**src/design/lvda_cfg.svh**
```systemverilog
`ifndef LVDA_CFG_SVH
`define LVDA_CFG_SVH

// ********************
// bus geometry
// ********************

// data bus and telemetry word width
`define LVDA_WORD_W 32
`define LVDA_ADR_W 2

// ********************
// serial line timing
// ********************

// clocks per serial bit
`define LVDA_BIT_CYCLES 4
// idle bit times after each frame
`define LVDA_GAP_BITS 2

// interval countdown
`define LVDA_CDN_W 16
`define LVDA_CDN_PRESCALE 8

`endif

```
**src/design/lvda_tlm_pkg.sv**
```systemverilog
`include "lvda_cfg.svh"

package lvda_tlm_pkg;

    localparam int TLM_TAG_W  = 6;
    localparam int TLM_MEAS_W = `LVDA_WORD_W - TLM_TAG_W;

    // ********************
    // frame sequencer
    // ********************

    typedef enum logic [1:0] {
        IDLE  = 2'd0,
        SHIFT = 2'd1,
        GAP   = 2'd2
    } frame_state_e;

    // channel tag on top, measurement below, sent MSB first
    typedef struct packed {
        logic [TLM_TAG_W-1:0]  tag;
        logic [TLM_MEAS_W-1:0] meas;
    } tlm_word_t;

endpackage

```
**src/design/lvda_bus_pkg.sv**
```systemverilog
`include "lvda_cfg.svh"

package lvda_bus_pkg;
    import lvda_tlm_pkg::*;

    // master side of a wishbone classic cycle
    typedef struct packed {
        logic                     cyc;
        logic                     stb;
        logic                     we;
        logic [`LVDA_ADR_W-1:0]   adr;
        logic [`LVDA_WORD_W-1:0]  dat_w;
    } wb_req_t;

    // register map
    typedef enum logic [`LVDA_ADR_W-1:0] {
        CDN_LOAD = 2'd0,
        TLM_WORD = 2'd1,
        STATUS   = 2'd2,
        INT_CLR  = 2'd3
    } lvda_reg_e;

    // write data seen as a countdown load or as a telemetry word
    typedef union packed {
        struct packed {
            logic [`LVDA_WORD_W-`LVDA_CDN_W-1:0] rsvd;
            logic [`LVDA_CDN_W-1:0]              load_val;
        } cdn;
        tlm_word_t tlm;
    } wr_word_u;

endpackage

```
**src/design/lvda_bus_decode.sv**
```systemverilog
`timescale 1ns/1ps
`include "lvda_cfg.svh"

module lvda_bus_decode
    import lvda_bus_pkg::*;
    import lvda_tlm_pkg::*;
(
    input  logic                    sim_clk,
    input  logic                    rst_n,
    input  wb_req_t                 req,
    input  logic                    busy,
    input  logic                    intr_flag,
    input  logic [`LVDA_CDN_W-1:0]  count,
    output logic                    ack,
    output logic [`LVDA_WORD_W-1:0] dat_r,
    output logic                    cdn_load,
    output logic                    int_clr,
    output logic                    tlm_start,
    output logic [`LVDA_CDN_W-1:0]  load_val,
    output tlm_word_t               tlm_word
);

    localparam int PAD_W = `LVDA_WORD_W - `LVDA_CDN_W - 2;

    lvda_reg_e reg_sel;
    wr_word_u  wr_word;
    logic      req_valid;
    logic      tlm_hold;
    logic      wr_en;

    assign reg_sel   = lvda_reg_e'(req.adr);
    assign wr_word   = req.dat_w;
    assign req_valid = req.cyc && req.stb;
    // telemetry writes wait until the current frame and gap are done
    assign tlm_hold  = req.we && (reg_sel == TLM_WORD) && busy;

    // one-cycle ack that never repeats for the same request
    always_ff @(posedge sim_clk or negedge rst_n) begin
        if (!rst_n) begin
            ack <= 1'b0;
        end else begin
            ack <= req_valid && !ack && !tlm_hold;
        end
    end

    // register effects land on the ack edge
    assign wr_en     = ack && req.we;
    assign cdn_load  = wr_en && (reg_sel == CDN_LOAD);
    assign int_clr   = wr_en && (reg_sel == INT_CLR);
    assign tlm_start = wr_en && (reg_sel == TLM_WORD);
    assign load_val  = wr_word.cdn.load_val;
    assign tlm_word  = wr_word.tlm;

    // count goes on top of the status word with busy and flag at the bottom
    always_comb begin
        dat_r = '0;
        if (ack && !req.we && (reg_sel == STATUS)) begin
            dat_r = {count, {PAD_W{1'b0}}, busy, intr_flag};
        end
    end

    // ack only inside a live bus cycle
    a_ack_in_cycle: assert property (
        @(posedge sim_clk) disable iff (!rst_n)
        ack |-> (req.cyc && req.stb)
    );

endmodule

```
**src/design/lvda_frame_seq.sv**
```systemverilog
`timescale 1ns/1ps
`include "lvda_cfg.svh"

module lvda_frame_seq
    import lvda_tlm_pkg::*;
(
    input  logic sim_clk,
    input  logic rst_n,
    input  logic tlm_start,
    output logic load,
    output logic bit_strobe,
    output logic tlm_frame,
    output logic busy
);

    localparam int CNT_W = $clog2(`LVDA_BIT_CYCLES);
    localparam int IDX_W = $clog2(`LVDA_WORD_W);

    frame_state_e     state;
    logic [CNT_W-1:0] bit_cnt;
    logic [IDX_W-1:0] bit_idx;
    logic             bit_end;

    assign bit_end    = (bit_cnt == CNT_W'(`LVDA_BIT_CYCLES - 1));
    assign load       = (state == IDLE) && tlm_start;
    assign bit_strobe = (state == SHIFT) && bit_end;
    assign tlm_frame  = (state == SHIFT);
    assign busy       = (state != IDLE);

    // ********************
    // bit timing and state
    // ********************
    always_ff @(posedge sim_clk or negedge rst_n) begin
        if (!rst_n) begin
            state   <= IDLE;
            bit_cnt <= '0;
            bit_idx <= '0;
        end else begin
            case (state)
                IDLE: begin
                    bit_cnt <= '0;
                    bit_idx <= '0;
                    if (tlm_start) state <= SHIFT;
                end
                SHIFT: begin
                    bit_cnt <= bit_end ? '0 : bit_cnt + 1'b1;
                    if (bit_end) begin
                        // bit index wraps to 0 after the last bit and the gap reuses it
                        bit_idx <= bit_idx + 1'b1;
                        if (bit_idx == IDX_W'(`LVDA_WORD_W - 1)) state <= GAP;
                    end
                end
                GAP: begin
                    bit_cnt <= bit_end ? '0 : bit_cnt + 1'b1;
                    if (bit_end) begin
                        bit_idx <= bit_idx + 1'b1;
                        if (bit_idx == IDX_W'(`LVDA_GAP_BITS - 1)) state <= IDLE;
                    end
                end
                default: state <= IDLE;
            endcase
        end
    end

    // the decoder holds telemetry writes while a frame is in flight
    a_no_start_busy: assert property (
        @(posedge sim_clk) disable iff (!rst_n)
        tlm_start |-> !busy
    );

endmodule

```
**src/design/lvda_countdown.sv**
```systemverilog
`timescale 1ns/1ps
`include "lvda_cfg.svh"

module lvda_countdown (
    input  logic                   sim_clk,
    input  logic                   rst_n,
    input  logic                   cdn_load,
    input  logic                   int_clr,
    input  logic [`LVDA_CDN_W-1:0] load_val,
    output logic [`LVDA_CDN_W-1:0] count,
    output logic                   intr_flag
);

    localparam int PRE_W = $clog2(`LVDA_CDN_PRESCALE);

    logic [PRE_W-1:0] pre_cnt;
    logic             tick;

    // a zero count means stopped
    assign tick = (count != '0) && (pre_cnt == PRE_W'(`LVDA_CDN_PRESCALE - 1));

    always_ff @(posedge sim_clk or negedge rst_n) begin
        if (!rst_n) begin
            pre_cnt   <= '0;
            count     <= '0;
            intr_flag <= 1'b0;
        end else begin
            if (cdn_load) begin
                pre_cnt <= '0;
                count   <= load_val;
            end else if (count != '0) begin
                pre_cnt <= tick ? '0 : pre_cnt + 1'b1;
                if (tick) count <= count - 1'b1;
            end

            // the flag is sticky until cleared and expiry wins over a clear in the same cycle
            if (int_clr) intr_flag <= 1'b0;
            if (!cdn_load && tick && (count == `LVDA_CDN_W'(1))) intr_flag <= 1'b1;
        end
    end

    // ********************
    // checks
    // ********************
    a_no_wrap: assert property (
        @(posedge sim_clk) disable iff (!rst_n)
        (count == '0 && !cdn_load) |=> (count == '0)
    );

endmodule

```
**src/design/lvda_tlm_shifter.sv**
```systemverilog
`timescale 1ns/1ps
`include "lvda_cfg.svh"

module lvda_tlm_shifter
    import lvda_tlm_pkg::*;
(
    input  logic      sim_clk,
    input  logic      rst_n,
    input  logic      load,
    input  logic      bit_strobe,
    input  tlm_word_t tlm_word,
    output logic      tlm_data
);

    logic [`LVDA_WORD_W-1:0] shift_q;

    // ********************
    // MSB-first shift
    // ********************
    always_ff @(posedge sim_clk or negedge rst_n) begin
        if (!rst_n) begin
            shift_q <= '0;
        end else if (load) begin
            shift_q <= tlm_word;
        end else if (bit_strobe) begin
            // zeros fill in behind, so the line idles low after the frame
            shift_q <= {shift_q[`LVDA_WORD_W-2:0], 1'b0};
        end
    end

    assign tlm_data = shift_q[`LVDA_WORD_W-1];

endmodule

```
**src/design/lvda_top.sv**
```systemverilog
`timescale 1ns/1ps
`include "lvda_cfg.svh"

module lvda_top
    import lvda_bus_pkg::*;
    import lvda_tlm_pkg::*;
(
    input  logic                    sim_clk,
    input  logic                    rst_n,
    input  wb_req_t                 req,
    output logic                    ack,
    output logic                    tlm_data,
    output logic                    tlm_frame,
    output logic                    intr,
    output logic [`LVDA_WORD_W-1:0] dat_r
);

    logic                   busy;
    logic                   intr_flag;
    logic [`LVDA_CDN_W-1:0] count;
    logic                   cdn_load;
    logic                   int_clr;
    logic                   tlm_start;
    logic [`LVDA_CDN_W-1:0] load_val;
    tlm_word_t              tlm_word;
    logic                   load;
    logic                   bit_strobe;

    assign intr = intr_flag;

    // ********************
    // bus side
    // ********************
    lvda_bus_decode u_bus_decode (
        .sim_clk   (sim_clk),
        .rst_n     (rst_n),
        .req       (req),
        .busy      (busy),
        .intr_flag (intr_flag),
        .count     (count),
        .ack       (ack),
        .dat_r     (dat_r),
        .cdn_load  (cdn_load),
        .int_clr   (int_clr),
        .tlm_start (tlm_start),
        .load_val  (load_val),
        .tlm_word  (tlm_word)
    );

    lvda_countdown u_countdown (
        .sim_clk   (sim_clk),
        .rst_n     (rst_n),
        .cdn_load  (cdn_load),
        .int_clr   (int_clr),
        .load_val  (load_val),
        .count     (count),
        .intr_flag (intr_flag)
    );

    // serial telemetry
    lvda_frame_seq u_frame_seq (
        .sim_clk    (sim_clk),
        .rst_n      (rst_n),
        .tlm_start  (tlm_start),
        .load       (load),
        .bit_strobe (bit_strobe),
        .tlm_frame  (tlm_frame),
        .busy       (busy)
    );

    lvda_tlm_shifter u_tlm_shifter (
        .sim_clk    (sim_clk),
        .rst_n      (rst_n),
        .load       (load),
        .bit_strobe (bit_strobe),
        .tlm_word   (tlm_word),
        .tlm_data   (tlm_data)
    );

endmodule

```
**config.mk**
```make
export PLATFORM = sky130hd
export DESIGN_NAME = lvda_top
export DESIGN_NICKNAME = d
export VERILOG_FILES = /design/src/design/lvda_tlm_pkg.sv /design/src/design/lvda_bus_pkg.sv /design/src/design/lvda_bus_decode.sv /design/src/design/lvda_frame_seq.sv /design/src/design/lvda_countdown.sv /design/src/design/lvda_tlm_shifter.sv /design/src/design/lvda_top.sv
export VERILOG_INCLUDE_DIRS = /design/src /design/src/design
export SDC_FILE = /design/constraint.sdc
export NUM_CORES = 1
export LEC_CHECK = 0
export BUFFER_PORTS_ARGS = -buffer_cell sky130_fd_sc_hd__buf_2
export CORE_MARGIN = 2
export CORE_UTILIZATION = 45
export CTS_CLUSTER_SIZE = 25
export DETAILED_ROUTE_END_ITERATION = 8
export PLACE_DENSITY = 0.68
export SLEW_MARGIN = 0
export SYNTH_ARGS = -nofsm -noshare
export SYNTH_HDL_FRONTEND = slang
export SYNTH_SLANG_ARGS = --single-unit
```
**constraint.sdc**
```tcl
create_clock -name sim_clk -period 3.33 [get_ports sim_clk]
set_input_delay 0.1665 -clock sim_clk [delete_from_list [all_inputs] [get_ports sim_clk]]
set_output_delay 0.1665 -clock sim_clk [all_outputs]
set_load 0.02 [all_outputs]
```
Yosys cells after proc, flatten, opt, wreduce, memory -nomap -nowiden
Cells that the tools add are included.

Add/subtract/negate cells: 4. Equal/unequal tests: 16. Muxes and demuxes: 21. Reductions and logical operators: 33.

Operator list (number): 2-to-1 mux 32 bit (3); 2-to-1 mux 16 bit (3); equality test 16 x 1 -> 1 bit (second input constant) (1); logical AND 1 bit (16); nonzero test 16 bit (1); subtractor 16 x 1 -> 16 bit (second input constant) (1); 2-to-1 mux 2 bit (6); != test 2 x 1 -> 1 bit (second input constant) (6); nonzero test 2 bit (6); one-hot mux 5 bit (2 select lines) (1); 2-to-1 mux 3 bit (3); equality test 2 bit (second input constant) (4); one-hot mux 2 bit (3 select lines) (1); adder 5 x 1 -> 5 bit (second input constant) (1); equality test 5 x 1 -> 1 bit (second input constant) (1); equality test 5 bit (second input constant) (1); 2-to-1 mux 5 bit (1); AND reduction 5 bit (1); equality test 2 x 1 -> 1 bit (second input constant) (2); logical NOT 1 bit (4); logical NOT 2 bit (2); one-hot mux 2 bit (2 select lines) (1); AND reduction 2 bit (2); adder 3 x 1 -> 3 bit (second input constant) (1); 4 further kinds (5).

Register bits: 62. Bits of input ports: 39. Output and inout bits: 36.

Depth between registers and ports, before layout
Depth after elaboration: 6. Mapped depth: 8. Depth with buffers taken out: 7.

Modules after synthesis
Synthesis repeated with hierarchy kept, for this count alone.

Cell total of the unflattened synthesis: 424. Area, all modules: 4055.1 um^2.

By module, submodules not included: lvda_tlm_shifter (times used 1, cells an instance 139, area an instance 1512.7 um^2); lvda_countdown (times used 1, cells an instance 136, area an instance 1242.4 um^2); lvda_bus_decode (times used 1, cells an instance 90, area an instance 681.9 um^2); lvda_frame_seq (times used 1, cells an instance 59, area an instance 618.1 um^2).

Worst setup path after synthesis
No wires, ideal clock.

Kind: register to register. Start point: reg u_countdown.count[0]. End point: reg u_countdown.count[1]. Library setup time: 125 ps. Data arrival time: 1923 ps. Required time: 3205 ps. Setup slack: 1282 ps. Stages on the path, launching flop included: 8. Period minus slack after synthesis: 2048 ps. Cells stage by stage: dfrtp_1 inv_1 ha_1 or4b_2 nor4_4 nor2b_1 mux2i_1 mux2_2.

Cells in the longest elaborated chain, start to end: 4.

Ends and longest elaborated chain: from (decl) (RTL line lvda_countdown.sv:10) `` output logic [`LVDA_CDN_W-1:0] count, ``; from (signal assigned) (RTL line lvda_countdown.sv:30) `count <= load_val;`; from (signal assigned) (RTL line lvda_countdown.sv:33) `if (tick) count <= count - 1'b1;`; subtractor 16 x 1 -> 16 bit or nonzero test 16 bit (tied branches) (RTL line lvda_countdown.sv:33, lvda_countdown.sv:20, lvda_countdown.sv:31); 2-to-1 mux 16 bit or logical AND 1 bit (tied branches) (RTL line lvda_countdown.sv:33, lvda_countdown.sv:20); 2-to-1 mux 16 bit or nonzero test 2 bit (tied branches); 2-to-1 mux 16 bit or AND reduction 2 bit (tied branches).

Several ways; a longest one is shown, not always the timed one. The select of a mux whose other input is x is not followed. A chain may end at the register's enable or synchronous reset.

Worst setup path after layout
Same ends and word-level chain as after synthesis.

==> impl_metrics.py <==
metrics = {
    "routing": {
        "postRouteWirelength_mm": 7.36,
        "drt_iter0_drc": 107,
        "via_count": 2773,
        "dr.pass1.iters": 4,
        "vias_per_cell": 5.23,
        "ant_nets": 0,
        "drc_errors": 0,
        "wl_per_cell_microns": 13.9,
    },
    "floorplanning": {
        "die_h_microns": 92.4,
        "core-area_sq_mm": 0.00765,
        "boundaryPins": 75,
        "start_util_pct": 46.0,
        "rows": 32,
        "die_x_microns": 92.4,
        "dieArea_sq_mm": 0.00854,
    },
    "clock_tree": {
        "cts_buffers": 9,
        "htreeDepth": 3,
        "cts_setup_buffers": 0,
        "cts_tree": "built",
        "cts-root-buf": "clkbuf_8",
        "clkTransAtPathRegs_ns": 0.07,
        "cts_hold_buf": 1,
        "cts.sinks": 62,
        "clkLatencyLatePin_ns": 0.33,
        "cts-resized-gates": 0,
        "cts_buffer_depth": 2,
    },
    "setup_path": {
        "crit_fanout": 11,
        "end_kind": "flip-flop",
        "start_kind": "flip-flop",
        "r2r_setup_slack_ns": 0.71,
        "r2r_end": "u_countdown.count[1]",
        "r2r-start": "u_countdown.count[0]",
        "cp.arrival_ns": 2.83,
        "worstRegToRegCells": 7,
        "critical_path_class": "reg -> reg",
        "required_ns": 3.54,
    },
    "logic_synthesis": {
        "ys_types": 44,
        "synth_edf_count": 0,
        "yosysTopAreaCellShare_pct": 44.1,
        "synthArstFlopShare_pct": 100,
        "synthesis.area_sq_mm": 0.00352,
        "synth_top_area_cell": "dfrtp_1",
        "seq_area_frac_synth_pct": 44.1,
        "syn_inst": 368,
        "synth.area.top_cells": "dfrtp_1, mux2i_1, a21oi_1",
        "synthTopCellsByCount": "dfrtp_1, nor2_1, a21oi_1, mux2i_1, nand2_1",
        "avgSynthCellArea_sq_um": 9.56,
        "synth-seq-cells": 62,
        "yosys.cell_count.top_type": "dfrtp_1",
        "synth_warnings": 0,
        "synthFlopType": "dfrtp_1",
    },
    "placement": {
        "gp_congestion": 0.830,
        "dpl_cell_area_sq_mm": 0.00385,
        "portBuffers": 60,
        "place_hpwl_mm": 5.22,
        "place_ws_ns": 0.737,
    },
    "sta": {
        "layout_setup_ws_ns": 0.708,
        "finClkSkew_ns": 0.00754,
        "tightest_slew_ns": 1.02,
        "rsz0062_at_grt": "false",
        "max_freq_ghz": 0.381,
        "finalCriticalPeriod_ns": 2.62,
        "min_period_over_period_pct": 78.7,
        "slew_headroom_pct": 32.2,
        "setup_viol": 0,
        "timing.hold.ws_ns": 0.0586,
        "slew_violations": 0,
        "hold_violations": 0,
        "finalSetupTns_ns": 0,
    },
    "cells_and_area": {
        "diodes": 0,
        "drive_gt1_share_pct": 21.7,
        "nNetsFinal": 476,
        "final_cell_area_sq_mm": 0.00405,
        "fillers": 728,
        "area.growth.synth_to_final_pct": 15.1,
    },
    "global_route": {
        "antenna_found_initial": 0,
        "grt_max_degree": 65,
        "grt_pass1_vias": 2612,
        "grt.total_usage_pct": 18.1,
        "grt_overflow": 0,
        "grt_pass1_wl_mm": 12.3,
    },
    "worst_hold_path": {
        "min_path_type": "in -> reg",
        "min_from": "req[35]",
        "hold_depth": 3,
        "holdPathEnd": "u_bus_decode.ack",
    },
    "power": {
        "power_frac_seq_pct": 46.5,
        "p_int_mw": 1.76,
        "combPwrFrac_pct": 29.8,
        "switching_share_pct": 34.7,
        "switching_power_mw": 0.937,
        "ir_worst_vdd_uv": 293,
        "leakage_nw": 1.99,
        "p_per_area_mw_per_mm2": 667,
        "clkPwrFrac_pct": 23.7,
    },
    "job": {
        "cap_viol_max_count": 0,
    },
    "status": {
        "status": "finished clean",
    },
}
==> flip-flops by register name, summed over array words and instances, names as in the netlist <==
signal,count
u_countdown.count,16
u_frame_seq.state,2
u_bus_decode.ack,1
u_frame_seq.bit_idx,5
u_tlm_shifter.shift_q,32
u_frame_seq.bit_cnt,2
u_countdown.pre_cnt,3
u_countdown.intr_flag,1
==> worst max-delay path: stages (launching register included) <==
cell and delay [ns]:
dfrtp_1 0.42, inv_1 0.14, ha_1 0.21, or4b_2 0.63
nor4_4 0.48, nor2b_1 0.19, mux2i_1 0.16, mux2_2 0.28
==> cells in the final DEF (no fill, tap or decap), types with 3 or more instances in the layout <==
cell        netlist  layout
a21oi_1          41      41
conb_1            1      14
mux2_2            3       3
buf_4            15       4
ha_1             14      14
o21ai_1           5       5
clkbuf_8          0       9
buf_2             0      60
nand2_1          29      28
nand4_1           3       3
xnor2_1          10      10
inv_1             7       7
mux2i_1          36      36
nor3_1           10       9
nor4_1            5       5
o21ai_0          11      11
and2_1           18      18
nor2_1           44      44
clkinvlp_4        0       3
or3_1             5       4
dfrtp_1          62      62
a22o_1            5       5
==> final cells by class <==
| type | count | area [sq um] | area share (%) |
|---|---|---|---|
| clock buffers | 10 | 128 | 3.15 |
| clock inverters | 6 | 62.6 | 1.55 |
| inverters | 7 | 26.3 | 0.649 |
| multi-input cells | 278 | 1810 | 44.8 |
| flip-flops and latches | 62 | 1550 | 38.3 |
| well taps | 102 | 128 | 3.15 |
| repair buffers | 65 | 340 | 8.41 |
==> power by group through the flow <==
stage                     logic (mW)  registers [mW]  clock network (mW)
after floorplan                0.653            1.21                   0
after global placement         0.779            1.25                   0
after detailed placement       0.811            1.26                   0
after CTS                      0.814            1.25               0.658
after global routing           0.922            1.29               0.696
final                          0.804            1.26               0.641
==> stage by stage <==
stage	utilization, %	instances	power [mW]
5_1_grt	52.9	530	2.91
4_1_cts	52.9	530	2.72
3_3_place_gp	50.3	513	2.03
2_1_floorplan	-	381	1.87
6_report	52.9	530	2.70
3_5_place_dp	50.3	513	2.08
==> metal layers <==
layer	wire, microns	GRT usage [%]
met5	0	0
met4	89	7.46
met3	350	3.66
met2	3350	26.5
met1	3570	26.2
==> worst max-delay path by stage <==
stage	endpoint	slack, ns	from
2_1_floorplan	u_countdown.count[1]	1.28	u_countdown.count[0]
6_report	u_countdown.count[1]	0.71	u_countdown.count[0]
3_3_place_gp	u_countdown.count[1]	0.85	u_countdown.count[4]
5_1_grt	u_countdown.count[1]	0.55	u_countdown.count[1]
3_5_place_dp	u_countdown.count[1]	0.74	u_countdown.count[0]
4_1_cts	u_countdown.count[1]	0.71	u_countdown.count[0]
==> logic make-up after synthesis <==
| family | count (synthesis) | share of synthesized area [%] |
|---|---|---|
| DFF | 62 | 44.1 |
| other | 1 | 0.107 |
| buffers and inverters | 41 | 6.19 |
| AOI/OAI and AO/OA | 71 | 11.9 |
| xor gates and xnor gates | 11 | 2.74 |
| muxes | 39 | 11.2 |
| adders and majority gates | 14 | 4.98 |
| and+or+nand+nor | 129 | 18.7 |
(Power assumes the default switching activity.)
